**config.mk**
```make
export PLATFORM = sky130hd
export DESIGN_NAME = operand_stage
export DESIGN_NICKNAME = d
export VERILOG_FILES = /design/src/looper_backend_pkg.sv /design/src/operand_stage.sv
export VERILOG_INCLUDE_DIRS = /design/src
export SDC_FILE = /design/constraint.sdc
export NUM_CORES = 1
export LEC_CHECK = 0
export BUFFER_PORTS_ARGS = -buffer_cell sky130_fd_sc_hd__buf_2
export CORE_AREA = 2 2 163 165
export CTS_BUF_LIST = sky130_fd_sc_hd__clkbuf_4
export DETAILED_ROUTE_END_ITERATION = 10
export DIE_AREA = 0 0 165 167
export PLACE_DENSITY_LB_ADDON = 0.12
export SLEW_MARGIN = 40
export SYNTH_ARGS = -nofsm -noshare
export SYNTH_HDL_FRONTEND = slang
export SYNTH_SLANG_ARGS = --single-unit
```
**constraint.sdc**
```tcl
create_clock -name clk -period 1.3 [get_ports clk]
set_input_delay 0.13 -clock clk [delete_from_list [all_inputs] [get_ports clk]]
set_output_delay 0.13 -clock clk [all_outputs]
set_load 0.05 [all_outputs]
```
**src/looper_backend_params.svh**
```systemverilog
`ifndef LOOPER_BACKEND_PARAMS_SVH
`define LOOPER_BACKEND_PARAMS_SVH

// physical register file
`define PREG_NUM 64
`define PREG_W 6

// datapath word
`define DATA_W 16

// reorder tag carried through to completion
`define TAG_W 6

// multiplier latency, capture edge to completion edge plus one
`define MULT_CYCLES 3

`endif
```
**src/looper_backend_pkg.sv**
```systemverilog
`include "looper_backend_params.svh"

package looper_backend_pkg;

   typedef logic [`PREG_W-1:0] preg_t;
   typedef logic [`DATA_W-1:0] data_t;
   typedef logic [`TAG_W-1:0]  tag_t;

   // alu opcodes
   typedef enum logic [2:0] {
      OP_ADD = 3'd0,
      OP_SUB = 3'd1,
      OP_AND = 3'd2,
      OP_OR  = 3'd3,
      OP_XOR = 3'd4,
      OP_SLL = 3'd5,
      OP_SRL = 3'd6,
      OP_LDI = 3'd7
   } alu_op_e;

   typedef enum logic {
      MULT_IDLE = 1'b0,
      MULT_BUSY = 1'b1
   } mult_state_e;

   // scheduled instruction as it arrives from outside
   typedef struct packed {
      logic    vld;
      alu_op_e op;
      preg_t   src1;
      preg_t   src2;
      logic    imm_vld;
      data_t   imm;
      preg_t   dst;
      logic    reg_wrt;
      tag_t    tag;
   } issue_pkt_t;

   // operands resolved, opb already holds the immediate if one was used
   typedef struct packed {
      logic    vld;
      alu_op_e op;
      data_t   opa;
      data_t   opb;
      preg_t   dst;
      logic    reg_wrt;
      tag_t    tag;
   } exec_pkt_t;

   typedef struct packed {
      logic  vld;
      logic  reg_wrt;
      preg_t dst;
      data_t data;
      tag_t  tag;
   } cmpl_t;

endpackage

```
**src/operand_stage.sv**
```systemverilog
`timescale 1ns/1ps

module operand_stage (
   input  logic                           clk,
   input  logic                           rst,
   input  looper_backend_pkg::issue_pkt_t alu1_iss,
   input  looper_backend_pkg::issue_pkt_t alu2_iss,
   input  looper_backend_pkg::issue_pkt_t mult_iss,
   output looper_backend_pkg::preg_t      rd_addr [6],
   input  looper_backend_pkg::data_t      rd_data [6],
   output looper_backend_pkg::exec_pkt_t  alu1_exe,
   output looper_backend_pkg::exec_pkt_t  alu2_exe,
   output looper_backend_pkg::exec_pkt_t  mult_exe
);

   // lane order alu1, alu2, mult
   looper_backend_pkg::issue_pkt_t iss_q [3];
   looper_backend_pkg::exec_pkt_t  exe_d [3];
   looper_backend_pkg::exec_pkt_t  exe_q [3];

   function automatic looper_backend_pkg::exec_pkt_t build_exe(
      input looper_backend_pkg::issue_pkt_t iss,
      input looper_backend_pkg::data_t      a,
      input looper_backend_pkg::data_t      b
   );
      looper_backend_pkg::exec_pkt_t e;
      e.vld     = iss.vld;
      e.op      = iss.op;
      e.opa     = a;
      e.opb     = iss.imm_vld ? iss.imm : b;
      e.dst     = iss.dst;
      e.reg_wrt = iss.reg_wrt;
      e.tag     = iss.tag;
      return e;
   endfunction

   // issue boundary
   always_ff @(posedge clk) begin
      iss_q[0] <= alu1_iss;
      iss_q[1] <= alu2_iss;
      iss_q[2] <= mult_iss;
      if (rst) begin
         for (int i = 0; i < 3; i++) begin
            iss_q[i].vld <= 1'b0;
         end
      end
   end

   // two read ports per lane
   always_comb begin
      for (int i = 0; i < 3; i++) begin
         rd_addr[2*i]   = iss_q[i].src1;
         rd_addr[2*i+1] = iss_q[i].src2;
         exe_d[i]       = build_exe(iss_q[i], rd_data[2*i], rd_data[2*i+1]);
      end
   end

   // execute boundary
   always_ff @(posedge clk) begin
      for (int i = 0; i < 3; i++) begin
         exe_q[i] <= exe_d[i];
      end
      if (rst) begin
         for (int i = 0; i < 3; i++) begin
            exe_q[i].vld <= 1'b0;
         end
      end
   end

   assign alu1_exe = exe_q[0];
   assign alu2_exe = exe_q[1];
   assign mult_exe = exe_q[2];

endmodule

```
==> run summary <==
The run finished with clean final reports. For the pin with the worst max-slew slack, the measured transition is 0.174 ns. The worst pin sits at a relative slew slack of 88.4%.

The number of setup buffers added after CTS is 0. The worst register-to-register path has a depth of 2. In this run, distinct cell masters in the synthesized netlist total 7.

The tools report the total setup violations reported at the end of the flow as 0. The via count of the first global-routing pass was 6267. Post-synthesis adder-cell area fraction: 0%. The run gives 381 as the number of instances in the synthesized netlist.

The number of clock buffers added by TritonCTS is 75. The worst hold path depth is 2. The fraction of layout instances using a drive strength above 1 was 68.0%. The count of buffers added on input and output ports is 418.

Dividing the detail-routed via count by the number of cells gives 3.70. The reported max-cap violation count is 0. The final layout contains routed wiring with a total length of 20800 um. The tools report the final weighted congestion in routability-driven placement as 0.760.

By area, the combinational part of the netlist is dominated by multiplexers. CTS saw 285 sinks. For this run, the leading register cell type out of synthesis is dfxtp_1. The maximum net fanout on the critical path is 1, and the fraction of registers with async set or reset after synthesis is 0%. The switching part of the total came out at 26.6%.

Yosys attributes the largest share of cell area to dfxtp_1, mux2_4, buf_4. During synthesis, Yosys emitted a total of 0 warnings. The per-instance average area after synthesis is 17.7 um^2, and the post-route minimum period is 1.28 ns. Traced cell by cell, the critical path runs through buf_8.

The detailed placer's ending HPWL came out at 12800 um. The synthesized netlist occupies a cell area of 6760 um^2. Summed over all instances, the cell type with the most area after synthesis is dfxtp_1.

The initialized floorplan defines 59 standard-cell rows. Measured against the total synthesized area, the mux share comes to 9.66%. Setup repair after global routing could not meet its margin everywhere. The run gives 2 as the number of antenna violations at the first check in global routing.

In the synthesized netlist, the cells that appear most often are dfxtp_1, buf_4, mux2_4. The number of vias in the routed layout was 5419; the arrival time at the worst endpoint was 1.15 ns. Summing the areas of all xor and xnor instances in the mapped netlist gives 0% of the synthesized area. In this run, synthesis inferred 0 flip-flops with an integrated enable.

The first routing iteration left 105 violations. Sequential cells burn 47.1% of the power. Broken down by cell family, the worst path's largest delay share belongs to flip-flops. The setup path with the least slack is of type reg -> out. The worst hold path class was in -> reg. After detailed routing, the average wire length per cell comes to 14.2 um. The number of register bits inferred by synthesis came out at 285. The number of cells on the critical path was 1. The number of buffers on the longest clock path is 3. The floorplan step set the die height to 167 um. The maximum operating frequency was 781 MHz; the boundary pin count was 419.

Summing the areas of all compound-gate instances in the mapped netlist gives 0% of the synthesized area. The worst path uses 98.5% of the clock period. The worst setup path is captured at a primary output. The worst setup path is launched from a flip-flop.

Clock-pin slew was measured on the worst setup and hold paths at 0.07 ns. The core region is 25800 um^2. In the routed design, unresolved DRC markers number 0. Of the total synthesized cell area, the portion taken by AND, OR, NAND and NOR gates is 0.555%.

The tools report the clock tree root buffer cell as clkbuf_4. The overall power is 20.4 mW, and the first-pass GRT wire length is 30800 um. The layout has 2061 filler cells.

For the starting density of the core, the log shows 26.2%. For this run, the post-layout net count is 1313. Summed over all nets, the switching power comes to 5.42 mW. For the floorplan die area, the log shows 27600 um^2. The detail route stage leaves a number of antenna-violating nets equal to 0. For the worst-case vdd ir drop, the log shows 0.000953 V. The cell area power density came out at 1430 nW/um^2. The tools report the detailed-router iteration count before antenna repair as 4. At the worst endpoint, the required time is 1.17 ns. Entering global routing, the biggest net connects 14 pins. Number of buffer and inverter stages on the critical path: 1. The clock share of power is 36.3%. Yosys instantiated no cell more often than dfxtp_1.

At the later pin of the worst-skew pair, clock insertion delay measures 0.65 ns. The tools report the accumulated negative setup slack as 0 ns. The delay contributed by the slowest stage of the critical path came out at 0.35 ns. The share of synthesized area occupied by flip-flops and latches was 84.4%; the synthesized net count was 617.

Global routing used 14.3% of the available tracks across all layers. The setup skew after layout was 0.0517 ns; the signed area change from the synthesized netlist to the final layout was 110%. TritonCTS built the clock tree.

The floorplan step set the die width to 165 um. The tools report the hold violation total from the final report as 0. The logs give 0 for the number of pins with negative max-slew slack in the final report and 0 for the total congestion overflow. Combinational cells account for 16.6% of the total power. The slowest stage of the critical path is the dfxtp_2 cell. The tools report the number of levels in the clock H-tree as 3. Internal power comes to 14.9 mW. The analysis attributes to cell leakage a power of 6.55 nW. The top cell type by area accounts for 84.4% of the synthesized area.
## worst reg2reg max path: stages, from the launching register on
cell and delay, ns:
dfxtp_1 0.33, buf_4 0.22, mux2_4 0.31
## stage by stage
step	cells	setup slack (ns)	cell area [um^2]	util (%)	hold WS (ns)
floorplan	381	0.332	6760	-	0.158
global placement	1098	0.322	8960	34.8	0.232
detailed placement	1098	0.302	8960	34.8	0.234
CTS	1461	-0.0469	14000	54.2	0.0276
global route	1463	-0.109	14200	55.2	0.0146
finish	1463	0.0198	14200	55.2	0.107
## layer usage
layer | track usage, % | part of all wire [%] | vias to the layer above | wire (um)
met2 | 26.7 | 53 | 304 | 11100
met5 | 0 | 0 | - | 0
li1 | - | - | 2612 | -
met4 | 6.96 | 2.8 | 0 | 573
met1 | 12.5 | 32 | 2449 | 6730
met3 | 7.10 | 11 | 54 | 2370
## cell families after synthesis
group                  Yosys count
DFF                            285
and+or+nand+nor                  6
buffers and inverters           42
muxes                           48
## cells in the final DEF, fill, tap and decap left out
cell	n
dlygate4sd3_1	237
buf_12	1
clkinvlp_4	2
clkinv_1	14
mux2_4	30
dfxtp_1	103
buf_4	5
bufinv_16	1
diode_2	2
clkbuf_4	103
buf_6	23
buf_8	160
mux2_2	18
dfxtp_2	182
inv_6	2
nor2b_1	6
clkinv_2	2
clkinv_4	1
inv_2	1
buf_2	235
## what timing repair did
action / 4_1_cts / 5_1_grt
gates resized for setup: 625 / 83
endpoints found under the setup margin: 183 / 182
hold endpoints to repair: 237 / 0
hold buffers: 237 / 0
## flip-flops by register name (all words and copies together) (netlist names)
name   flops
exe_q    147
iss_q    138
## power by group through the flow
stage / clock, mW / sequential [mW] / combinational [mW]
2_1_floorplan: 0 / 10.5 / 0.524
3_3_place_gp: 0 / 9.55 / 2.16
3_5_place_dp: 0 / 9.56 / 2.17
4_1_cts: 7.67 / 9.55 / 3.28
5_1_grt: 8.30 / 9.62 / 3.51
6_report: 7.39 / 9.59 / 3.38
## path summary, 6_finish.rpt
kind,to,slack [ns],from
max,alu2_exe[23],0.02,exe_q[0][72]$_DFF_P_
min,iss_q[0][64]$_DFF_P_,0.11,alu2_iss[18]
max reg2reg,exe_q[0][76]$_DFF_P_,0.28,iss_q[0][75]$_DFF_P_
min reg2reg,exe_q[0][145]$_DFF_P_,0.30,iss_q[0][136]$_DFF_P_
## layout make-up
| class | instances | area (um^2) | share of cell area [%] |
|---|---|---|---|
| antenna | 2 | 5.00 | 0.0352 |
| timing repair buffer | 661 | 6270 | 44.1 |
| clock inverter | 23 | 138 | 0.967 |
| clock buffer | 103 | 773 | 5.44 |
| tap | 335 | 419 | 2.95 |
| multi-input combinational | 54 | 691 | 4.85 |
| sequential | 285 | 5930 | 41.7 |
Power figures use the tool's default switching activity.
