`src/looper_backend_params.svh`:
```
`ifndef LOOPER_BACKEND_PARAMS_SVH
`define LOOPER_BACKEND_PARAMS_SVH

// physical register file
`define PREG_NUM 64
`define PREG_W 6

// datapath word
`define DATA_W 16

// reorder tag carried through to completion
`define TAG_W 6

// multiplier latency, capture edge to completion edge plus one
`define MULT_CYCLES 3

`endif
```
`src/looper_backend_pkg.sv`:
```
`include "looper_backend_params.svh"

package looper_backend_pkg;

   typedef logic [`PREG_W-1:0] preg_t;
   typedef logic [`DATA_W-1:0] data_t;
   typedef logic [`TAG_W-1:0]  tag_t;

   // alu opcodes
   typedef enum logic [2:0] {
      OP_ADD = 3'd0,
      OP_SUB = 3'd1,
      OP_AND = 3'd2,
      OP_OR  = 3'd3,
      OP_XOR = 3'd4,
      OP_SLL = 3'd5,
      OP_SRL = 3'd6,
      OP_LDI = 3'd7
   } alu_op_e;

   typedef enum logic {
      MULT_IDLE = 1'b0,
      MULT_BUSY = 1'b1
   } mult_state_e;

   // scheduled instruction as it arrives from outside
   typedef struct packed {
      logic    vld;
      alu_op_e op;
      preg_t   src1;
      preg_t   src2;
      logic    imm_vld;
      data_t   imm;
      preg_t   dst;
      logic    reg_wrt;
      tag_t    tag;
   } issue_pkt_t;

   // operands resolved, opb already holds the immediate if one was used
   typedef struct packed {
      logic    vld;
      alu_op_e op;
      data_t   opa;
      data_t   opb;
      preg_t   dst;
      logic    reg_wrt;
      tag_t    tag;
   } exec_pkt_t;

   typedef struct packed {
      logic  vld;
      logic  reg_wrt;
      preg_t dst;
      data_t data;
      tag_t  tag;
   } cmpl_t;

endpackage

```
`src/reg_file.sv`:
```
`timescale 1ns/1ps

`include "looper_backend_params.svh"

module reg_file (
   input  logic                      clk,
   input  logic                      rst,
   input  looper_backend_pkg::preg_t rd_addr [6],
   output looper_backend_pkg::data_t rd_data [6],
   input  looper_backend_pkg::cmpl_t wr_cmpl [3]
);

   looper_backend_pkg::data_t regs [`PREG_NUM];

   // port order alu1, alu2, mult
   always_ff @(posedge clk) begin
      if (rst) begin
         for (int i = 0; i < `PREG_NUM; i++) begin
            regs[i] <= '0;
         end
      end else begin
         // last matching port wins
         for (int w = 0; w < 3; w++) begin
            if (wr_cmpl[w].vld && wr_cmpl[w].reg_wrt) begin
               regs[wr_cmpl[w].dst] <= wr_cmpl[w].data;
            end
         end
      end
   end

   // write-through with the same port priority as the array write
   always_comb begin
      for (int r = 0; r < 6; r++) begin
         rd_data[r] = regs[rd_addr[r]];
         for (int w = 0; w < 3; w++) begin
            if (wr_cmpl[w].vld && wr_cmpl[w].reg_wrt &&
                wr_cmpl[w].dst == rd_addr[r]) begin
               rd_data[r] = wr_cmpl[w].data;
            end
         end
      end
   end

endmodule

```
`config.mk`:
```
export PLATFORM = sky130hd
export DESIGN_NAME = reg_file
export DESIGN_NICKNAME = d
export VERILOG_FILES = /design/src/looper_backend_pkg.sv /design/src/reg_file.sv
export VERILOG_INCLUDE_DIRS = /design/src
export SDC_FILE = /design/constraint.sdc
export NUM_CORES = 2
export LEC_CHECK = 0
export ABC_CLOCK_PERIOD_IN_PS = 3260
export BUFFER_PORTS_ARGS = -buffer_cell sky130_fd_sc_hd__buf_2
export CAP_MARGIN = 20
export CORE_ASPECT_RATIO = 1.4
export CORE_MARGIN = 2
export CORE_UTILIZATION = 50
export CTS_CLUSTER_SIZE = 14
export DETAILED_ROUTE_END_ITERATION = 16
export PLACE_DENSITY = 0.7
export SLEW_MARGIN = 5
export SYNTH_ARGS = -nofsm -noshare
export SYNTH_HDL_FRONTEND = slang
export SYNTH_SLANG_ARGS = --single-unit
```
`constraint.sdc`:
```
create_clock -name clk -period 3.26 [get_ports clk]
set_input_delay 0.652 -clock clk [delete_from_list [all_inputs] [get_ports clk]]
set_output_delay 0.652 -clock clk [all_outputs]
set_load 0.01 [all_outputs]
```
==> results of run 1 <==
## synthesized netlist by cell type (all sizes together), types with 15 or more instances
| library cell | instances | area, um2 |
|---|---|---|
| xor2 | 49 | 429 |
| nor2b | 63 | 394 |
| nor4 | 31 | 213 |
| nand4 | 20 | 125 |
| a2111oi | 84 | 738 |
| nor2 | 632 | 2480 |
| a22oi | 1146 | 8600 |
| a22o | 17 | 149 |
| mux2i | 415 | 4150 |
| nand2b | 15 | 93.8 |
| edfxtp | 1024 | 30700 |
| and2 | 15 | 93.8 |
| a311oi | 20 | 175 |
| or4 | 54 | 405 |
| nand2 | 872 | 3280 |
| clkbuf | 825 | 3100 |
| mux2 | 71 | 800 |
| a31oi | 95 | 594 |
| mux4 | 1626 | 36700 |
| a21oi | 316 | 1590 |
| a211oi | 42 | 315 |
| inv | 22 | 82.6 |
| o211ai | 29 | 218 |
| nor3 | 147 | 786 |
| o22ai | 61 | 382 |
| or2 | 17 | 106 |
| nand3 | 75 | 375 |
| o21ai | 813 | 4070 |
| xnor2 | 59 | 517 |
| a221oi | 58 | 508 |
| buf | 513 | 2590 |
## kinds of logic after synthesis
group / count (synthesis)
flops: 1024
simple gates: 1990
buf+inv: 1361
mux: 2112
xor+xnor: 108
compound gates: 2741
## repair_timing
action / 4_1_cts
gates resized for setup: 866
setup endpoints to repair: 96
gates cloned: 14
buffers inserted: 223
pin swaps: 211
## metal layers
metal  GRT usage, %  GRT overflow
met3           63.5             0
met1           75.3             0
met5           33.1             0
met4           72.3             7
met2           89.5            11
## per-stage QoR
step                      util (%)  hold WS [ps]  cells  area, um2
after CTS                     66.3           328  13900     139000
after detailed placement      61.7          1140  13500     130000
after floorplan                  -          1190   9336     106000
after global placement        61.7          1130  13500     130000
==> results_dict.tcl, run 1 <==
set metrics [dict create \
    haltStage "global routing (5_1_grt)" \
    grt_usage_pct 75.2 \
    firstError "[ERROR GRT-0116] Global routing finished with congestion. Check the congestion regions in the DRC Viewer." \
    holdBufCountCts 0 \
    die_x_um 393 \
    grt_pass1_wl_um 1100000 \
    dp_hpwl_um 550000 \
    synth.area.mux_share_pct 39.4 \
    synth_area_um2 106000 \
    fp-row-count 199 \
    clock_tree.root_cell "clkbuf_16" \
    yosysSeqAreaShare_pct 29.1 \
    numPortBuffers 205 \
    start_util_pct 50.3 \
    clockBufferDepth 3 \
    outcome "aborted with a tool error" \
    synth_edf_count 1024 \
    async_reset_ff_share_pct 0 \
    syn_nets 9464 \
    grt-ovfl-total 18 \
    io_pins 224 \
    die_y_um 548 \
    grt_pass1_vias 124000 \
    grt_start_max_net_pins 65 \
    syn_area_per_cell_um2 11.3 \
    dp_slack_ps -1870 \
    ys.flop_type "edfxtp_1" \
    postSynthCellCount 9336 \
    htree_levels 3 \
    synth_top_family_by_area "multiplexers" \
    synthDistinctLibCells 71 \
    yosys_warnings 0 \
    gp_congestion 1.23 \
    synth_compound_area_share_pct 16.9 \
    synth_fa_ha_area_share_pct 0 \
    clock-sinks 1024 \
    synth-simple-area-share_pct 8.26 \
    numCtsBuffers 103 \
    ys_seq_elements 1024 \
    synth_xor_xnor_area_share_pct 0.895 \
]
==> run 2, diff against run 1 <==
Settings changed: ABC_CLOCK_PERIOD_IN_PS 3260 to 4250, CORE_ASPECT_RATIO 1.4 to default, CORE_UTILIZATION 50 to 35, CTS_CLUSTER_SIZE 14 to default, PLACE_DENSITY 0.7 to default, PLACE_DENSITY_LB_ADDON from default to 0.15.
Clock period 3.26 ns to 4.25 ns, I/O delays scaled along.
==> results_dict.tcl, run 2 <==
set metrics [dict create \
    gp_congestion 1.11 \
    cap_viol_max_count 0 \
    die_y_um 554 \
    synth_top_area_share_pct 34.4 \
    crit_path_start "regs[43][3]$_DFFE_PP_" \
    crit_fanout 6 \
    max_freq_mhz 211 \
    antenna_found_initial 81 \
    drcViolationCount 0 \
    tightest_slew_ps 1270 \
    die-area_um2 306000 \
    crit_arrival_ps 3880 \
    switching_share_pct 37.9 \
    placedCellCount 13900 \
    grt_start_max_net_pins 55 \
    violations "setup timing" \
    core_um2 300000 \
    slowest_stage "mux4_2" \
    drive_gt1_share_pct 46.3 \
    ys.flop_type "edfxtp_1" \
    ys_seq_elements 1024 \
    slew_headroom_pct 15.7 \
    die_x_um 554 \
    start_util_pct 35.2 \
    worstSetupEndpointType "output pin" \
    layout_setup_ws_ps -482 \
    path_class "reg2out" \
    comb_power_share_pct 36.6 \
    numCtsBuffers 137 \
    cp_common_cell "mux4_2" \
    switchingPower_mw 14.9 \
    grt_pass1_vias 101000 \
    fp-row-count 201 \
    numPortBuffers 205 \
    clockBufferDepth 4 \
    wl_per_cell_um 53.0 \
    yosys_warnings 0 \
    clock_tree.root_cell "clkbuf_16" \
    synth_area_um2 106000 \
    grt_usage_pct 49.2 \
    io_pins 224 \
    viasPerCell 7.48 \
    rsz0062_at_grt "true" \
    cts_tree "built" \
    irDropWorstVdd_v 0.000331 \
    synthDistinctLibCells 71 \
    firstDrtPassIters 8 \
    largest_reg_flops 1024 \
    p_seq_share_pct 33.2 \
    synth_area_leaders "mux4_2, edfxtp_1, a22oi_1, mux2i_1, o21ai_0" \
    worstPathCellList "mux4_2 -> mux4_2 -> a211oi_4 -> buf_4 -> nor4_2 -> a221o_2 -> buf_6" \
    worstPathRequired_ps 3400 \
    yosysSeqAreaShare_pct 29.1 \
    stdcell_count 14600 \
    layout_common_cells "buf_4, mux4_2, a22oi_1, edfxtp_1, nand2_1" \
    grt-ovfl-total 0 \
    intPower_mw 24.3 \
    synth_most_common_cell "mux4_2" \
    finalHoldViolCount 0 \
    design_power_total_mw 39.2 \
    finalMaxSlewViolations 0 \
    async_reset_ff_share_pct 0 \
    area_growth_pct 31.0 \
    start_kind "register" \
    path_clk_slew_ps 60 \
    crit_end "rd_data[19]" \
    outcome "complete, but fails checks" \
    syn_nets 9464 \
    finalSetupTns_ps -8280 \
    grt_pass1_wl_um 1000000 \
    nets 10700 \
    finalCritPeriodShare_pct 111 \
    min_period_ps 4730 \
    vias 109000 \
    hold_class "in2reg" \
    drt-initial-drc-count 19600 \
    finalSetupViolCount 77 \
    ant_nets 0 \
    synth_edf_count 1024 \
    syn_area_per_cell_um2 11.3 \
    postSynthCellCount 9336 \
    synth_top_area_cell "mux4_2" \
    finalWirelength_um 776000 \
    pwr_density_cell_nw_per_um2 283 \
    largest_registers "regs x1024" \
    clkPwrFrac_pct 30.2 \
    synth_common_cells "mux4_2, a22oi_1, edfxtp_1, nand2_1, clkbuf_1" \
    crit_path_max_incr_delay_ps 620 \
    largest-register "regs" \
    dp_hpwl_um 589000 \
    final_common_cell "buf_4" \
    clock-sinks 1024 \
    p_leak_nw 46.4 \
    htree_levels 4 \
]
run 2: cell counts after synthesis:
No cell type changed its count.
run 2: kinds of logic after synthesis:
family	Yosys count	synth area share, %
AO/OA/AOI/OAI	2741	16.9
multiplexers	2112	39.4
AND/OR/NAND/NOR	1990	8.26
buffers and inverters	1361	5.47
flip-flops	1024	29.1
XOR/XNOR	108	0.895
run 2: layout make-up:
cell class	instances	area, um2
sequential	1024	30700
clock inverter	79	738
antenna	43	108
clock buffer	162	3540
fill	27500	162000
tap	3958	4950
multi-input combinational	6951	73600
inverter	23	93.8
timing repair buffer	2391	24700
run 2: how the worst min path moves through the flow:
stage | start | end | slack [ps] | depth (start not counted)
4_1_cts | wr_cmpl[21] | regs[56][15]$_DFFE_PP_ | 480 | 3
2_1_floorplan | wr_cmpl[78] | regs[48][12]$_DFFE_PP_ | 1380 | 3
3_3_place_gp | wr_cmpl[21] | regs[48][15]$_DFFE_PP_ | 1350 | 3
6_report | wr_cmpl[21] | regs[56][15]$_DFFE_PP_ | 510 | 3
3_5_place_dp | wr_cmpl[21] | regs[56][15]$_DFFE_PP_ | 1370 | 3
5_1_grt | wr_cmpl[21] | regs[56][15]$_DFFE_PP_ | 530 | 3
run 2: repair_timing:
action,in CTS,in global routing
pin swaps,149,149
gates cloned,23,10
buffers inserted,327,166
hold buffers,0,0
gates resized for setup,800,345
setup endpoints to repair,96,92
run 2: metrics by stage:
| step | area (um2) | setup slack [ps] | utilization (%) | hold WS (ps) |
|---|---|---|---|---|
| after detailed placement | 124000 | -1060 | 41.2 | 1370 |
| final | 138000 | -482 | 46.1 | 507 |
| after global placement | 124000 | -1310 | 41.2 | 1350 |
| after global routing | 138000 | -390 | 46.1 | 530 |
| after floorplan | 106000 | 341 | - | 1380 |
| after CTS | 135000 | -376 | 45.1 | 481 |
run 2: metal layers:
layer / global-route usage, % / share of wire, % / up-vias
li1: - / - / 40900
met3: 25.5 / 17 / 1741
met2: 65.3 / 39 / 10300
met1: 62.0 / 36 / 56500
met4: 31.4 / 8.0 / 28
met5: 0.391 / 0.063 / -
run 2: power by group through the flow:
stage,Sequential [mW],Clock (mW),Combinational (mW)
2_1_floorplan,12.4,0,5.60
3_5_place_dp,13.2,0,12.0
6_report,13.0,11.8,14.4
3_3_place_gp,13.2,0,12.0
4_1_cts,12.9,11.8,13.2
5_1_grt,13.0,12.2,14.2
run 2: critical path, delay by kind of cell (launching register included):
family | cells | cell delay [ps]
buffers and inverters | 2 | 380
muxes | 2 | 1140
AOI/OAI and AO/OA | 2 | 960
DFF | 1 | 530
and+or+nand+nor | 1 | 30
(Power assumes the default switching activity.)
