### src/looper_backend_params.svh
`ifndef LOOPER_BACKEND_PARAMS_SVH
`define LOOPER_BACKEND_PARAMS_SVH

// physical register file
`define PREG_NUM 64
`define PREG_W 6

// datapath word
`define DATA_W 16

// reorder tag carried through to completion
`define TAG_W 6

// multiplier latency, capture edge to completion edge plus one
`define MULT_CYCLES 3

`endif
### src/looper_backend_pkg.sv
`include "looper_backend_params.svh"

package looper_backend_pkg;

   typedef logic [`PREG_W-1:0] preg_t;
   typedef logic [`DATA_W-1:0] data_t;
   typedef logic [`TAG_W-1:0]  tag_t;

   // alu opcodes
   typedef enum logic [2:0] {
      OP_ADD = 3'd0,
      OP_SUB = 3'd1,
      OP_AND = 3'd2,
      OP_OR  = 3'd3,
      OP_XOR = 3'd4,
      OP_SLL = 3'd5,
      OP_SRL = 3'd6,
      OP_LDI = 3'd7
   } alu_op_e;

   typedef enum logic {
      MULT_IDLE = 1'b0,
      MULT_BUSY = 1'b1
   } mult_state_e;

   // scheduled instruction as it arrives from outside
   typedef struct packed {
      logic    vld;
      alu_op_e op;
      preg_t   src1;
      preg_t   src2;
      logic    imm_vld;
      data_t   imm;
      preg_t   dst;
      logic    reg_wrt;
      tag_t    tag;
   } issue_pkt_t;

   // operands resolved, opb already holds the immediate if one was used
   typedef struct packed {
      logic    vld;
      alu_op_e op;
      data_t   opa;
      data_t   opb;
      preg_t   dst;
      logic    reg_wrt;
      tag_t    tag;
   } exec_pkt_t;

   typedef struct packed {
      logic  vld;
      logic  reg_wrt;
      preg_t dst;
      data_t data;
      tag_t  tag;
   } cmpl_t;

endpackage

### src/mult_unit.sv
`timescale 1ns/1ps

`include "looper_backend_params.svh"

module mult_unit (
   input  logic                          clk,
   input  logic                          rst,
   input  looper_backend_pkg::exec_pkt_t exe,
   output looper_backend_pkg::cmpl_t     cmpl,
   output logic                          mult_rdy
);

   localparam int CNT_W = $clog2(`MULT_CYCLES);
   localparam logic [CNT_W-1:0] CNT_LAST = CNT_W'(`MULT_CYCLES - 2);

   looper_backend_pkg::mult_state_e state;
   logic [CNT_W-1:0]                cnt;
   logic                            start;
   logic                            done;

   looper_backend_pkg::data_t op_a;
   looper_backend_pkg::data_t op_b;
   looper_backend_pkg::preg_t dst_q;
   logic                      reg_wrt_q;
   looper_backend_pkg::tag_t  tag_q;

   assign start    = (state == looper_backend_pkg::MULT_IDLE) && exe.vld;
   assign done     = (state == looper_backend_pkg::MULT_BUSY) && (cnt == CNT_LAST);
   assign mult_rdy = (state == looper_backend_pkg::MULT_IDLE) && !exe.vld;

   always_ff @(posedge clk) begin
      if (rst) begin
         state <= looper_backend_pkg::MULT_IDLE;
         cnt   <= '0;
      end else if (start) begin
         state <= looper_backend_pkg::MULT_BUSY;
         cnt   <= '0;
      end else if (done) begin
         state <= looper_backend_pkg::MULT_IDLE;
      end else if (state == looper_backend_pkg::MULT_BUSY) begin
         cnt <= cnt + 1'b1;
      end
   end

   // op field is not used on this lane
   always_ff @(posedge clk) begin
      if (start) begin
         op_a      <= exe.opa;
         op_b      <= exe.opb;
         dst_q     <= exe.dst;
         reg_wrt_q <= exe.reg_wrt;
         tag_q     <= exe.tag;
      end
   end

   // low half of the product only
   always_ff @(posedge clk) begin
      cmpl.reg_wrt <= reg_wrt_q;
      cmpl.dst     <= dst_q;
      cmpl.data    <= op_a * op_b;
      cmpl.tag     <= tag_q;
      if (rst) begin
         cmpl.vld <= 1'b0;
      end else begin
         cmpl.vld <= done;
      end
   end

endmodule

### config.mk
export PLATFORM = sky130hd
export DESIGN_NAME = mult_unit
export DESIGN_NICKNAME = d
export VERILOG_FILES = /design/src/looper_backend_pkg.sv /design/src/mult_unit.sv
export VERILOG_INCLUDE_DIRS = /design/src
export SDC_FILE = /design/constraint.sdc
export NUM_CORES = 1
export LEC_CHECK = 0
export BUFFER_PORTS_ARGS = -buffer_cell sky130_fd_sc_hd__buf_4
export CORE_ASPECT_RATIO = 0.8
export CORE_MARGIN = 2
export CORE_UTILIZATION = 59
export CTS_CLUSTER_DIAMETER = 100
export DETAILED_ROUTE_END_ITERATION = 10
export PLACE_DENSITY_LB_ADDON = 0.05
export SYNTH_ARGS = -nofsm -noshare
export SYNTH_HDL_FRONTEND = slang
export SYNTH_SLANG_ARGS = --single-unit
### constraint.sdc
create_clock -name clk -period 5.6 [get_ports clk]
set_input_delay 0.28 -clock clk [delete_from_list [all_inputs] [get_ports clk]]
set_output_delay 0.28 -clock clk [all_outputs]
set_load 0.02 [all_outputs]
==> flow_summary.json, run 1 <==
{
  "die_area_um2": 11100,
  "wl_um": 11800,
  "htreeDepth": 3,
  "grt_pass1_wl_um": 19800,
  "ys_seq_area_share_pct": 33.3,
  "postCtsHoldBufs": 0,
  "place_congestion": 0.859,
  "hold_violations": 0,
  "tightest_slew_ns": 1.17,
  "die_x_um": 117,
  "drive_above_1_share_pct": 16.3,
  "design_area_um2": 7090,
  "synthesis.area_um2": 6030,
  "clock-sinks": 78,
  "die_h_um": 94.5,
  "cap_violations": 0,
  "tns_ns": 0,
  "fmax_mhz": 186,
  "wl_met1_um": 5170,
  "root_buffer": "clkbuf_16",
  "first_pass_iters": 4,
  "synth.distinct_cells": 31,
  "yosysTopAreaCell": "fa_1",
  "vias_per_cell": 5.02,
  "crit_path_start_kind": "flop",
  "reg2regPathDepth": 16,
  "cts_tree": "yes",
  "final_nets": 819,
  "syn_area_per_cell_um2": 10.8,
  "io_buffers": 78,
  "yosysWarningCount": 0,
  "syn_nets": 739,
  "cts_buffers": 9,
  "drv_slew": 0,
  "vias": 3910,
  "grt_remaining_overflow": 0,
  "period_share_pct": 95.9,
  "min_path_cells": 1,
  "cp_max_fo": 9,
  "wl_per_cell_um": 15.2,
  "synthTopCellsByArea": "fa_1 (27%), edfxtp_1 (22%), dfxtp_1 (11%)",
  "hp-class": "input port to flop",
  "grt_pass1_vias": 4175,
  "placed_area_um2": 6780,
  "synth_top_area_share_pct": 26.5,
  "worstSetupStartpoint": "op_b[1]",
  "cts_buffer_depth": 2,
  "synth_cells": 558,
  "post-cts-setup-buffers": 0,
  "wl_met2_um": 5530,
  "hpwl_um": 9380,
  "cellPowerDensity_nw_per_um2": 499,
  "slew_headroom_pct": 21.8,
  "crit_path_frequent_cell": "fa_1",
  "clk_pin_slew_worst_paths_ns": 0.07,
  "setup_viol": 0,
  "start_util_pct": 61.5,
  "ir_worst_vdd_uv": 270,
  "cts_resized": 0,
  "first_iter_violations": 151,
  "hp-start": "exe[28]",
  "p_leak_uw": 0.00338,
  "grt_usage_pct": 24.1,
  "rows": 32,
  "finClkSkew_ns": 0.0131,
  "rsz0062_at_grt": "no",
  "io_pins": 82,
  "synth_seq_cells": 78,
  "n_antenna_cell": 0,
  "drcViolationCount": 0,
  "crit_slowest_cell": "edfxtp_1",
  "end_kind": "flop",
  "core_area_um2": 9810,
  "grt_max_degree": 46,
  "met3_length_um": 915,
  "crit_chain": "and2_1 > fa_1 > inv_1 > fa_1 > inv_1 > fa_1 > fa_1 > inv_1 > fa_1 > fa_1 > xor2_1 > xnor2_1 > xnor2_1 > xnor2_1 > xnor3_1 > xnor2_1",
  "min_period_ns": 5.37,
  "required_ns": 5.83,
  "crit_arrival_ns": 5.59,
  "ant_nets": 0,
  "top_layer": "met4",
  "outcome": "complete, no violations",
  "r2r_start": "op_b[1]",
  "max_stage_delay_ns": 0.55,
  "clkLatencyLatePin_ns": 0.33,
  "antenna_found_initial": 0,
  "area_growth_pct": 17.4,
  "path_class": "flop to flop"
}
-- routing by layer --
layer  vias to the layer above  global-route usage (%)
met5                         -                       0
met4                         0                    7.35
met3                        15                    5.52
met2                       136                    39.1
met1                      1914                    32.7
li1                       1845                       -
-- path summary, 6_finish.rpt --
kind                    to  slack [ns]
setup / recovery  cmpl[21]        0.23
hold / removal    op_b[15]        0.12
setup reg to reg  cmpl[21]        0.23
hold reg to reg    cmpl[5]        0.34
-- area by class of cell --
type                            instances  area [um^2]
Clock buffer                           11          253
Clock inverter                          5         57.6
Fill cell                             698         2720
Inverter                              111          417
Multi-Input combinational cell        354         3550
Sequential cell                        78         2010
Tap cell                              136          170
Timing Repair Buffer                   84          631
-- logic make-up after synthesis --
family | share of synthesized area [%]
buffers and inverters | 8.00
DFF | 33.3
adders and majority gates | 36.9
AOI/OAI and AO/OA | 2.51
and+or+nand+nor | 13.2
xor gates and xnor gates | 6.01
-- synthesized netlist by cell type, drive strengths merged --
master / instances
a211oi: 2
a21o: 4
a21oi: 7
a31oi: 1
and2: 66
buf: 2
clkbuf: 13
dfxtp: 33
edfxtp: 45
fa: 80
ha: 50
inv: 111
nand2: 73
nand2b: 2
nor2: 12
nor2b: 2
nor3: 1
nor3b: 2
o211ai: 1
o21a: 4
o21ai: 4
o31ai: 1
or2: 2
or3: 1
xnor2: 29
xnor3: 1
xor2: 9
-- worst max-delay path, delay by kind of cell (launching register included) --
kind / cells / cell delay [ns]
adders and majority gates: 6 / 3.04
xor gates and xnor gates: 6 / 1.29
DFF: 1 / 0.55
and+or+nand+nor: 1 / 0.23
buffers and inverters: 3 / 0.17
-- state kept, by name, summed over array words and instances (netlist names) --
name and cells:
op_a 16, op_b 16, cnt 2, cmpl 30
reg_wrt_q 1, dst_q 6, tag_q 6, state 1
-- power breakdown --
group / internal (uW) / switching (uW) / total, uW
logic: 1040 / 1130 / 2180
clock network: 368 / 224 / 592
registers: 723 / 48.9 / 771
total: 2130 / 1410 / 3540
-- metrics by stage --
| stage | power, uW | std cells | utilization [%] | worst slack [ns] | hold WS (ns) |
|---|---|---|---|---|---|
| 2_1_floorplan | 2470 | 558 | - | 0.486 | 0.323 |
| 3_3_place_gp | 2900 | 763 | 69.1 | 0.304 | 0.325 |
| 3_5_place_dp | 2980 | 763 | 69.1 | 0.250 | 0.330 |
| 4_1_cts | 3600 | 779 | 72.2 | 0.212 | 0.106 |
| 5_1_grt | 3890 | 779 | 72.2 | 0.0604 | 0.106 |
| 6_report | 3540 | 779 | 72.2 | 0.232 | 0.115 |
-- cell usage in the layout, fill, tap and decap left out, drive strengths merged, types with 3 or more instances in the layout --
| cell type | count |
|---|---|
| fa | 80 |
| buf | 84 |
| clkbuf | 11 |
| edfxtp | 45 |
| o21a | 4 |
| nor2 | 12 |
| xnor2 | 29 |
| dfxtp | 33 |
| a21oi | 7 |
| inv | 111 |
| ha | 50 |
| clkinvlp | 3 |
| and2 | 66 |
| nand2 | 73 |
| a21o | 4 |
| o21ai | 4 |
| xor2 | 9 |
No activity file was read; power rests on OpenSTA's default activity.
==> run 2: changes to the inputs <==
- ABC_AREA: unset -> 1
==> flow_summary.json, run 2 <==
{
  "outcome": "complete, no violations",
  "tns_ns": 0,
  "clkLatencyLatePin_ns": 0.34,
  "syn_area_per_cell_um2": 8.81,
  "r2r_start": "op_b[2]",
  "grt_remaining_overflow": 0,
  "hp-class": "input port to flop",
  "synth_seq_cells": 78,
  "wl_um": 13500,
  "slew_headroom_pct": 56.1,
  "multiInputGateArea_um2": 3510,
  "setup_viol": 0,
  "synth.distinct_cells": 26,
  "postCtsHoldBufs": 0,
  "final_nets": 996,
  "yosysWarningCount": 0,
  "cellPowerDensity_nw_per_um2": 488,
  "crit_arrival_ns": 5.54,
  "hold_violations": 0,
  "synth_cells": 727,
  "clk_pin_slew_worst_paths_ns": 0.07,
  "hp-start": "rst",
  "worstSetupStartpoint": "op_b[2]",
  "ys_async_sr_fraction_pct": 0,
  "die_x_um": 120,
  "io_pins": 82,
  "drv_slew": 0,
  "cts_tree": "yes",
  "p_leak_uw": 0.00423,
  "required_ns": 5.85,
  "final_cells": 960,
  "ir_worst_vdd_uv": 389,
  "grt_pass1_wl_um": 22600,
  "end_kind": "flop",
  "start_util_pct": 61.5,
  "ys.flop_type": "edfxtp_1",
  "syn_nets": 908,
  "cts_resized": 0,
  "fmax_mhz": 189,
  "synth_top_area_share_pct": 25.0,
  "drcViolationCount": 0,
  "rows": 33,
  "wl_met1_um": 5900,
  "antenna_found_initial": 0,
  "period_share_pct": 94.5,
  "ant_nets": 0,
  "die_area_um2": 11700,
  "regMostFlops": "cmpl",
  "top_regs": "cmpl: 30 flops, op_a: 16 flops, op_b: 16 flops",
  "htreeDepth": 3,
  "io_buffers": 78,
  "wl_met2_um": 6260,
  "wl_per_cell_um": 14.0,
  "num-fill-cells": 780,
  "first_iter_violations": 360,
  "reg2regPathDepth": 19,
  "cap_violations": 0,
  "crit_path_start_kind": "flop",
  "vias_per_cell": 5.02,
  "synthTopCellsByArea": "fa_1 (25%), edfxtp_1 (21%), inv_1 (12%)",
  "cts_buffer_depth": 2,
  "grt_usage_pct": 24.7,
  "power_uw": 3680,
  "tightest_slew_ns": 0.658,
  "clock-sinks": 78,
  "root_buffer": "clkbuf_16",
  "grt_max_degree": 43,
  "grt_pass1_vias": 4864,
  "cts_buffers": 9,
  "min_path_cells": 2,
  "fin_util_pct": 72.5,
  "final_common_cell": "nand2_1",
  "hpwl_um": 10400,
  "n_antenna_cell": 0,
  "first_pass_iters": 6,
  "min_period_ns": 5.29,
  "finClkSkew_ns": 0.0118,
  "top_layer": "met4",
  "drive_above_1_share_pct": 14.9,
  "worst_hold_slack_ns": 0.105,
  "seq_area_um2": 2010,
  "post-cts-setup-buffers": 0,
  "vias": 4818,
  "area_growth_pct": 17.7,
  "yosysTopAreaCell": "fa_1",
  "largest_register_ffs": 30,
  "cp_max_fo": 10,
  "synth_edf_count": 45,
  "dp.cells": 930,
  "yosys-top-cells-count": "inv_1 (203), nand2_1 (203), fa_1 (80), ha_1 (50), edfxtp_1 (45)",
  "place_congestion": 0.898,
  "met3_length_um": 1070,
  "path_class": "flop to flop",
  "rsz0062_at_grt": "no",
  "synthesis.area_um2": 6400,
  "core_area_um2": 10400,
  "ys_seq_area_share_pct": 31.4,
  "die_h_um": 97.2,
  "final_cell_mix": "nand2_1 (203), inv_1 (202), buf_4 (100)"
}
==> run 2: cell count changes after synthesis, sizes merged, moves of 4 or more <==
| cell | previous run | this run |
|---|---|---|
| a21oi | 7 | 15 |
| buf | 2 | 7 |
| inv | 111 | 204 |
| nand3 | 0 | 29 |
| nand2 | 73 | 208 |
| and2 | 66 | 0 |
| xnor2 | 29 | 6 |
| a21o | 4 | 0 |
==> run 2: worst max-delay path, cell delays in order, from the launching register on <==
cell	delay, ns
edfxtp_1	0.57
buf_4	0.22
nand2_1	0.07
fa_1	0.49
fa_1	0.55
inv_1	0.07
fa_1	0.51
inv_1	0.06
fa_1	0.56
fa_1	0.45
fa_1	0.50
inv_1	0.05
ha_1	0.31
inv_1	0.09
nor3_1	0.23
nand3_1	0.10
nand3_1	0.17
inv_1	0.07
nand3_1	0.08
nand2_1	0.05
==> run 2: cell families (layout without fill, tap and decap cells) <==
family	count (synthesis)	after routing	synth area share [%]
AND/OR/NAND/NOR	254	254	16.0
buffers and inverters	227	320	13.7
adder cells (fa/ha/maj)	130	130	34.8
flip-flops	78	78	31.4
AO/OA/AOI/OAI	23	23	2.01
XOR/XNOR	15	15	2.05
==> run 2: power by group <==
part	switching (uW)	internal, uW	leakage [uW]
Sequential	44.1	719	0.000706
Combinational	1350	936	0.00337
Clock	237	393	0.000150
==> run 2: worst paths after layout <==
path / to / slack (ns)
worst max register to register: cmpl[21] / 0.31
worst min-delay path: cmpl[29] / 0.11
worst max-delay path: cmpl[21] / 0.31
worst min register to register: cmpl[3] / 0.34
==> run 2: final cells by class <==
cell class | instances | area share (%)
Tap cell | 140 | 2.32
Clock buffer | 10 | 3.04
Sequential cell | 78 | 26.7
Timing Repair Buffer | 100 | 9.96
Clock inverter | 6 | 1.23
Multi-Input combinational cell | 422 | 46.6
Inverter | 204 | 10.2
==> run 2: layer usage <==
metal	global-route usage, %	vias to the layer above
li1	-	2297
met1	33.4	2316
met2	39.9	185
met3	6.10	20
met4	6.71	0
met5	0	-
==> run 2: per-stage QoR <==
| stage | cell area [um^2] | worst slack [ns] |
|---|---|---|
| after detailed placement | 7110 | 0.261 |
| after global placement | 7110 | 0.334 |
| after CTS | 7430 | 0.241 |
| final | 7540 | 0.308 |
| after global routing | 7540 | 0.00257 |
| after floorplan | 6400 | 0.585 |
