[src/looper_backend_params.svh]
`ifndef LOOPER_BACKEND_PARAMS_SVH
`define LOOPER_BACKEND_PARAMS_SVH

// physical register file
`define PREG_NUM 64
`define PREG_W 6

// datapath word
`define DATA_W 16

// reorder tag carried through to completion
`define TAG_W 6

// multiplier latency, capture edge to completion edge plus one
`define MULT_CYCLES 3

`endif
[src/looper_backend_pkg.sv]
`include "looper_backend_params.svh"

package looper_backend_pkg;

   typedef logic [`PREG_W-1:0] preg_t;
   typedef logic [`DATA_W-1:0] data_t;
   typedef logic [`TAG_W-1:0]  tag_t;

   // alu opcodes
   typedef enum logic [2:0] {
      OP_ADD = 3'd0,
      OP_SUB = 3'd1,
      OP_AND = 3'd2,
      OP_OR  = 3'd3,
      OP_XOR = 3'd4,
      OP_SLL = 3'd5,
      OP_SRL = 3'd6,
      OP_LDI = 3'd7
   } alu_op_e;

   typedef enum logic {
      MULT_IDLE = 1'b0,
      MULT_BUSY = 1'b1
   } mult_state_e;

   // scheduled instruction as it arrives from outside
   typedef struct packed {
      logic    vld;
      alu_op_e op;
      preg_t   src1;
      preg_t   src2;
      logic    imm_vld;
      data_t   imm;
      preg_t   dst;
      logic    reg_wrt;
      tag_t    tag;
   } issue_pkt_t;

   // operands resolved, opb already holds the immediate if one was used
   typedef struct packed {
      logic    vld;
      alu_op_e op;
      data_t   opa;
      data_t   opb;
      preg_t   dst;
      logic    reg_wrt;
      tag_t    tag;
   } exec_pkt_t;

   typedef struct packed {
      logic  vld;
      logic  reg_wrt;
      preg_t dst;
      data_t data;
      tag_t  tag;
   } cmpl_t;

endpackage

[src/alu_unit.sv]
`timescale 1ns/1ps

module alu_unit (
   input  logic                          clk,
   input  logic                          rst,
   input  looper_backend_pkg::exec_pkt_t exe,
   output looper_backend_pkg::cmpl_t     cmpl
);

   looper_backend_pkg::data_t result;

   always_comb begin
      case (exe.op)
         looper_backend_pkg::OP_ADD: result = exe.opa + exe.opb;
         looper_backend_pkg::OP_SUB: result = exe.opa - exe.opb;
         looper_backend_pkg::OP_AND: result = exe.opa & exe.opb;
         looper_backend_pkg::OP_OR:  result = exe.opa | exe.opb;
         looper_backend_pkg::OP_XOR: result = exe.opa ^ exe.opb;
         // shift amount from low nibble only
         looper_backend_pkg::OP_SLL: result = exe.opa << exe.opb[3:0];
         looper_backend_pkg::OP_SRL: result = exe.opa >> exe.opb[3:0];
         looper_backend_pkg::OP_LDI: result = exe.opb;
         default:                    result = '0;
      endcase
   end

   // completion doubles as the write port
   always_ff @(posedge clk) begin
      cmpl.reg_wrt <= exe.reg_wrt;
      cmpl.dst     <= exe.dst;
      cmpl.data    <= result;
      cmpl.tag     <= exe.tag;
      if (rst) begin
         cmpl.vld <= 1'b0;
      end else begin
         cmpl.vld <= exe.vld;
      end
   end

endmodule

[config.mk]
export PLATFORM = sky130hd
export DESIGN_NAME = alu_unit
export DESIGN_NICKNAME = d
export VERILOG_FILES = /design/src/looper_backend_pkg.sv /design/src/alu_unit.sv
export VERILOG_INCLUDE_DIRS = /design/src
export SDC_FILE = /design/constraint.sdc
export NUM_CORES = 1
export LEC_CHECK = 0
export ABC_AREA = 1
export BUFFER_PORTS_ARGS = -buffer_cell sky130_fd_sc_hd__buf_2
export CAP_MARGIN = 25
export CORE_UTILIZATION = 50
export DETAILED_ROUTE_END_ITERATION = 10
export PLACE_DENSITY_LB_ADDON = 0.05
export SLEW_MARGIN = 20
export SYNTH_ARGS = -nofsm -noshare
export SYNTH_HDL_FRONTEND = slang
export SYNTH_SLANG_ARGS = --single-unit
[constraint.sdc]
create_clock -name clk -period 4.4 [get_ports clk]
set_input_delay 0.44 -clock clk [delete_from_list [all_inputs] [get_ports clk]]
set_output_delay 0.44 -clock clk [all_outputs]
set_load 0.005 [all_outputs]
==> results of run 1 <==
## worst max-delay path by stage
stage | from | endpoint | slack, ns | depth (start not counted)
after detailed placement | exe[13] | cmpl[19] | 1.29 | 19
final | exe[13] | cmpl[20] | 1.49 | 18
after CTS | exe[13] | cmpl[19] | 1.57 | 19
after global routing | exe[13] | cmpl[20] | 1.23 | 17
after global placement | exe[13] | cmpl[20] | 1.33 | 18
after floorplan | exe[13] | cmpl[19] | 1.67 | 20
## through the flow
stage / cell area (um^2) / hold WS [ns]
floorplan: 4200 / 0.4677
global placement: 4639 / 0.5431
detailed placement: 4639 / 0.5436
CTS: 4731 / 0.2621
global route: 4731 / 0.2524
finish: 4731 / 0.2683
## critical path, delay by kind of cell
kind	cells	cell delay, ns
buf+inv	3	0.65
xor+xnor	1	0.17
fa+ha+maj	2	0.67
simple gates	12	1.13
## logic make-up (layout without fill, tap and decap cells)
kind of cell               Yosys count  after routing  synth area share
DFF                                 30             30            0.1430
buffers and inverters              111            182            0.1114
AOI/OAI and AO/OA                   79             79            0.1043
and+or+nand+nor                    452            452            0.4510
adders and majority gates           50             50            0.1507
xor gates and xnor gates            19             19           0.03962
## final cells by class
| class | count | share of cell area |
|---|---|---|
| well taps | 105 | 0.02777 |
| clock buffers | 7 | 0.01825 |
| inverters | 88 | 0.06982 |
| clock inverters | 1 | 0.001058 |
| multi-input cells | 600 | 0.6620 |
| flip-flops and latches | 30 | 0.1270 |
| repair buffers | 86 | 0.09415 |
## metal layers
| layer | global-route usage | share of wire |
|---|---|---|
| met4 | 0.1846 | 0.053 |
| met3 | 0.07848 | 0.093 |
| met1 | 0.4244 | 0.40 |
| met5 | 0 | 0 |
| met2 | 0.5895 | 0.45 |
## synth_stat cells (2+ instances only)
master / n
buf_6: 4
o21ai_1: 2
o22ai_1: 2
nor3_1: 6
dfxtp_1: 30
nand2_1: 267
a22oi_1: 2
o21a_1: 4
a21oi_1: 30
o21ai_0: 29
buf_4: 2
buf_1: 4
or2_2: 2
o211ai_1: 7
ha_1: 49
nor2_1: 68
clkbuf_1: 2
inv_2: 5
nand3_1: 89
xor2_1: 19
buf_2: 10
inv_1: 83
nand4_1: 13
## power breakdown
part           internal, uW  switching [uW]
registers               304            6.91
clock network           126            91.8
logic                   174             337
## cells in the final DEF, fill, tap and decap left out, types with 2 or more instances in the layout
cell,netlist,final
dfxtp_1,30,30
nand3_1,89,89
inv_2,5,5
nor2_1,68,68
ha_1,49,49
buf_4,2,6
o21a_1,4,4
a21oi_1,30,30
buf_2,10,80
o22ai_1,2,2
nand4_1,13,13
nor3_1,6,6
a22oi_1,2,2
or2_2,2,2
o21ai_0,29,29
xor2_1,19,19
clkbuf_8,0,6
o21ai_1,2,2
nand2_1,267,267
inv_1,83,83
o211ai_1,7,7
==> impl_metrics.ini, run 1 <==
[run_status]
status = complete, but fails checks
violations = DRC

[finish]
nFillCells = 876
drive_gt1_frac = 0.1281
nets = 912
ff_latch_area_um2 = 600.6
top_regs = cmpl: 30 flops
diodes = 0
multi_input_area_um2 = 3132
largest_register_ffs = 30
stdcell_count = 917
area_growth_pct = 12.63
final_util = 0.5787
regMostFlops = cmpl

[detailed_routing]
vias = 5082
drc_errors = 2
drtPass1Iterations = 9
wire_per_inst_um = 16.60
routed_wl_um = 15220
dr.first_iter.drc_count = 455
ant_nets = 0
viasPerCell = 5.542

[critical_path]
cp.arrival_ns = 3.06
cp-start-kind = input port
crit_required_ns = 4.56
critPathMostFrequentCell = nand2_1
cp-end-kind = flip-flop
cp_cell_sequence = buf_2 > inv_2 > ha_1 > nand3_1 > nor2_1 > nand2_1 > nand2_1 > xor2_1 > inv_1 > ha_1 > nand2_1 > nor3_1 > and2_1 > nand2_1 > nand3_1 > nand2_1 > nand2_1 > nand2_1
max_stage_delay_ns = 0.39
cp_slowest_cell = buf_2
critical_path.max_fanout = 27
critical_path_class = in -> reg

[sta]
timing.fmax_mhz = 344.0
drv_slew = 0
fin_ws_ns = 1.493
tns_ns = 0
hold_viol_final = 0
tightest_slew_ns = 0.7933
finalCriticalPeriod_ns = 2.907
post-route-period-util = 0.6606
slew_headroom = 0.4697
rsz0062_at_grt = no
setup_viol = 0

[synth]
yosysSeqAreaShare = 0.1430
synth_top_area_share = 0.2386
yosys.area.top_type = nand2_1
synth_edf_count = 0
async_flop_share = 0
synth_warnings = 0
netlist_instances = 741
synth_fp_nets = 842
ys.flop_type = dfxtp_1
synth_area_um2 = 4200
synth-seq-cells = 30
yosys-top-cells-area = nand2_1, ha_1, dfxtp_1
syn_avg_cell_area_um2 = 5.668
yosys.cell_types.count = 35

[placed_design]
port_buffers = 80
gp_congestion = 1.019
hpwl_um = 12370
post-place-ws_ns = 1.291
placed_cells = 909

[cts]
clock_sinks = 30
cts_tree = done
postCtsSetupBuffers = 0
ctsResizeCount = 0
clock_path_buffers = 2
cts.htree.levels = 2
clkTransAtPathRegs_ns = 0.06
hold_buffers = 0
numCtsBuffers = 5
clockRootBuffer = clkbuf_8

[global_route]
grt_max_degree = 34
grt-ovfl-total = 0
antenna_found_initial = 0
grt_use_total = 0.3541
grt_pass1_wl_um = 23450
grt_pass1_vias = 4697

[min_path]
hold_depth = 1
holdPathEnd = cmpl[25]
hold_class = in -> reg
hold_start = exe[10]

[job]
cap_violations = 0

[die]
start_util = 0.5138
chipHeight_um = 93.66
fp.dieArea_um2 = 8771
core-area_um2 = 8175
die_x_um = 93.66
io_pins = 81
row_count = 33

[power_and_ir_drop]
power_density_nw_per_um2 = 219.6
p_leak_uw = 0.002704
power_uw = 1039
vdd_drop_max_mv = 0.1473
Power figures use the tool's default switching activity.
==> inputs of run 2 (changes only) <==
Clock period 4.4 ns to 2.65 ns, I/O delays scaled along.
==> impl_metrics.ini, run 2 (synthesis results as in run 1) <==
[run_status]
status = complete, but fails checks
violations = DRC

[sta]
finalCriticalPeriod_ns = 2.385
slew_headroom = 0.6570
setup_viol = 0
timing.fmax_mhz = 419.4
post-route-period-util = 0.8998
hold_viol_final = 0
drv_slew = 0
tns_ns = 0
tightest_slew_ns = 0.5117
rsz0062_at_grt = no

[critical_path]
max_stage_delay_ns = 0.39
cp-end-kind = flip-flop
critPathMostFrequentCell = nand2_1
critical_path_class = in -> reg
cp-start-kind = input port
crit_required_ns = 2.81
cp.arrival_ns = 2.55
cp_slowest_cell = ha_1
cp_cell_sequence = buf_2 > inv_2 > ha_1 > nand3_1 > nor2_1 > nand2_1 > o21ai_0 > xor2_1 > ha_1 > inv_1 > nor3_1 > and2_1 > nand2_1 > nand3_1 > nand2_1 > nand2_1 > nand2_1
critical_path.max_fanout = 6

[cts]
clkTransAtPathRegs_ns = 0.06
numCtsBuffers = 5
hold_buffers = 0
clockRootBuffer = clkbuf_8
clock_path_buffers = 2
clock_sinks = 30
cts_tree = done
cts.htree.levels = 2
ctsResizeCount = 0
postCtsSetupBuffers = 0

[placed_design]
port_buffers = 80
placed_cells = 927
hpwl_um = 12330
gp_congestion = 1.032
place_area_um2 = 4775

[detailed_routing]
routed_wl_um = 15530
dr.first_iter.drc_count = 415
drtPass1Iterations = 8
drc_errors = 2
wire_per_inst_um = 16.60
ant_nets = 0
viasPerCell = 5.563
vias = 5201

[power_and_ir_drop]
vdd_drop_max_mv = 0.2012
power_uw = 1811
power_density_nw_per_um2 = 370.8
p_leak_uw = 0.002800

[die]
core-area_um2 = 8175
row_count = 33
chipHeight_um = 93.66
io_pins = 81
fp.dieArea_um2 = 8771
die_x_um = 93.66
start_util = 0.5138

[finish]
top_regs = cmpl: 30 flops
layout_commonest_cell = nand2_1
area_growth_pct = 16.29
final_cell_mix = nand2_1, nand3_1, inv_1
fin_area_um2 = 4885
multi_input_area_um2 = 3132
stdcell_count = 935
diodes = 0
largest_register_ffs = 30
drive_gt1_frac = 0.1482
regMostFlops = cmpl
ff_latch_area_um2 = 600.6
nFillCells = 844
nets = 930

[global_route]
grt_pass1_vias = 4745
grt-ovfl-total = 0
grt_use_total = 0.3609
grt_pass1_wl_um = 24080
antenna_found_initial = 0
grt_max_degree = 36

[min_path]
hold_class = in -> reg

[job]
cap_violations = 0
==> run 2: power breakdown <==
group	switching [uW]	total, uW	leakage, uW	internal (uW)
sequential	13.4	518	0.000253	505
combinational	561	873	0.00249	312
clock	158	420	0.0000575	262
==> run 2: through the flow <==
stage	worst slack (ns)	hold slack, ns	utilization
floorplan	0.09592	0.2927	-
global placement	0.07122	0.3676	0.5840
detailed placement	0.03484	0.3688	0.5840
CTS	0.3095	0.08057	0.5975
global route	0.05709	0.07161	0.5975
finish	0.2654	0.08713	0.5975
==> run 2: final timing paths <==
check / cells after the start / slack, ns / from / to
min: 1 / 0.09 / exe[6] / cmpl[28]
max: 17 / 0.27 / exe[14] / cmpl[20]
==> run 2: final cells by class <==
class,count,area share
well taps,105,0.02690
repair buffers,104,0.1189
flip-flops and latches,30,0.1230
inverters,88,0.06762
multi-input cells,600,0.6411
clock buffers,8,0.02254
==> run 2: metal layers <==
metal / track usage / share of wire / wire length [um] / vias up
li1: - / - / - / 2556
met4: 0.1551 / 0.046 / 716 / 0
met1: 0.4819 / 0.42 / 6502 / 2292
met2: 0.5833 / 0.45 / 6916 / 309
met5: 0 / 0 / 0 / -
met3: 0.04207 / 0.089 / 1389 / 44
==> run 2: critical path: cells and delay by family <==
family,cells,cell delay (ns)
AND/OR/NAND/NOR,10,1.05
XOR/XNOR,1,0.10
buffers and inverters,3,0.32
AO/OA/AOI/OAI,1,0.20
adder cells (fa/ha/maj),2,0.59
==> inputs of run 3 (changes only) <==
Settings changed: BUFFER_PORTS_ARGS -buffer_cell sky130_fd_sc_hd__buf_2 to unset, DONT_BUFFER_PORTS set to 1.
==> impl_metrics.ini, run 3 (synthesis results as in run 1) <==
[power_and_ir_drop]
vdd_drop_max_mv = 0.2838
p_leak_uw = 0.002487
power_uw = 1811
power_density_nw_per_um2 = 397.4

[job]
cap_violations = 0

[die]
io_pins = 81
core-area_um2 = 8175
row_count = 33
fp.dieArea_um2 = 8771
chipHeight_um = 93.66
start_util = 0.5138
die_x_um = 93.66

[sta]
hold_viol_final = 0
timing.fmax_mhz = 452.2
slew_headroom = 0.6251
tightest_slew_ns = 0.5603
tns_ns = 0
post-route-period-util = 0.8345
finalCriticalPeriod_ns = 2.212
drv_slew = 0
setup_viol = 0
rsz0062_at_grt = no
whs_ns = 0.04511

[detailed_routing]
wire_per_inst_um = 17.83
viasPerCell = 5.697
drtPass1Iterations = 8
drc_errors = 2
ant_nets = 0
vias = 4877
dr.first_iter.drc_count = 311
routed_wl_um = 15260

[finish]
final_util = 0.5574
drive_gt1_frac = 0.04128
diodes = 0
regMostFlops = cmpl
top_regs = cmpl: 30 flops
nets = 851
layout_commonest_cell = nand2_1
largest_register_ffs = 30
area_growth_pct = 8.490
final_cell_mix = nand2_1, nand3_1, inv_1

[cts]
cts.htree.levels = 2
numCtsBuffers = 5
clkTransAtPathRegs_ns = 0.07
clock_sinks = 30
cts_tree = done
postCtsSetupBuffers = 0
clock_path_buffers = 2
clockRootBuffer = clkbuf_8

[min_path]
hold_class = in -> reg

[critical_path]
cp-end-kind = flip-flop
critical_path.max_fanout = 27
cp.arrival_ns = 2.36
cp_cell_sequence = inv_2 > ha_1 > nand3_1 > nor2_1 > nand2_1 > nand2_1 > xor2_1 > inv_1 > ha_1 > nand2_1 > inv_1 > nand2_1 > nor3_1 > a21oi_1 > nand2_1 > nand2_1 > nand2_1 > nand2_1
crit_required_ns = 2.80
cp-start-kind = input port
critical_path_class = in -> reg
critPathMostFrequentCell = nand2_1
cp_slowest_cell = ha_1
max_stage_delay_ns = 0.36

[placed_design]
gp_congestion = 0.9803
port_buffers = 0
hpwl_um = 12040

[global_route]
grt_use_total = 0.3484
antenna_found_initial = 0
grt-ovfl-total = 0
grt_pass1_wl_um = 23040
grt_pass1_vias = 4482
grt_max_degree = 35

[run_status]
violations = DRC
status = complete, but fails checks
==> run 3: worst max-delay path, delay by kind of cell <==
kind,cells,cell delay [ns]
AOI/OAI and AO/OA,1,0.11
buffers and inverters,3,0.22
xor gates and xnor gates,1,0.14
and+or+nand+nor,11,1.05
adders and majority gates,2,0.57
==> run 3: final cells by class <==
class                      instances  area, um^2
tap                              105       131.4
clock buffer                       6       82.58
sequential                        30       600.6
clock inverter                     2       60.06
timing repair buffer              25       220.2
inverter                          88       330.3
fill                             885        3618
multi-input combinational        600        3132
==> run 3: stage by stage <==
stage | cells | instance area, um^2 | setup slack, ns
final | 856 | 4557 | 0.4385
after floorplan | 741 | 4200 | 0.09592
after CTS | 843 | 4427 | 0.4791
after global routing | 856 | 4557 | 0.1437
after detailed placement | 835 | 4284 | 0.1878
after global placement | 835 | 4284 | 0.2182
==> run 3: path summary, 6_finish.rpt <==
path,startpoint,to,slack [ns],depth (start not counted)
setup / recovery,exe[13],cmpl[21],0.44,18
hold / removal,rst,cmpl[29],0.05,1
==> run 3: timing repair <==
| action | in CTS | in global routing |
|---|---|---|
| hold buffers | 0 | 13 |
| resized for setup | 0 | 0 |
| hold endpoints to repair | 0 | 13 |
==> run 3: routing by layer <==
metal | up-vias | wire [um] | share of wire | track usage
li1 | 2394 | - | - | -
met1 | 2192 | 6314 | 0.41 | 0.4470
met2 | 243 | 6704 | 0.44 | 0.5423
met3 | 48 | 1330 | 0.087 | 0.06796
met4 | 0 | 911 | 0.060 | 0.1974
met5 | - | 0 | 0 | 0
==> run 3: report_power, final <==
group          leakage, uW  switching (uW)  internal, uW
clock            0.0000714             162           401
sequential        0.000253            28.0           505
combinational      0.00216             462           252
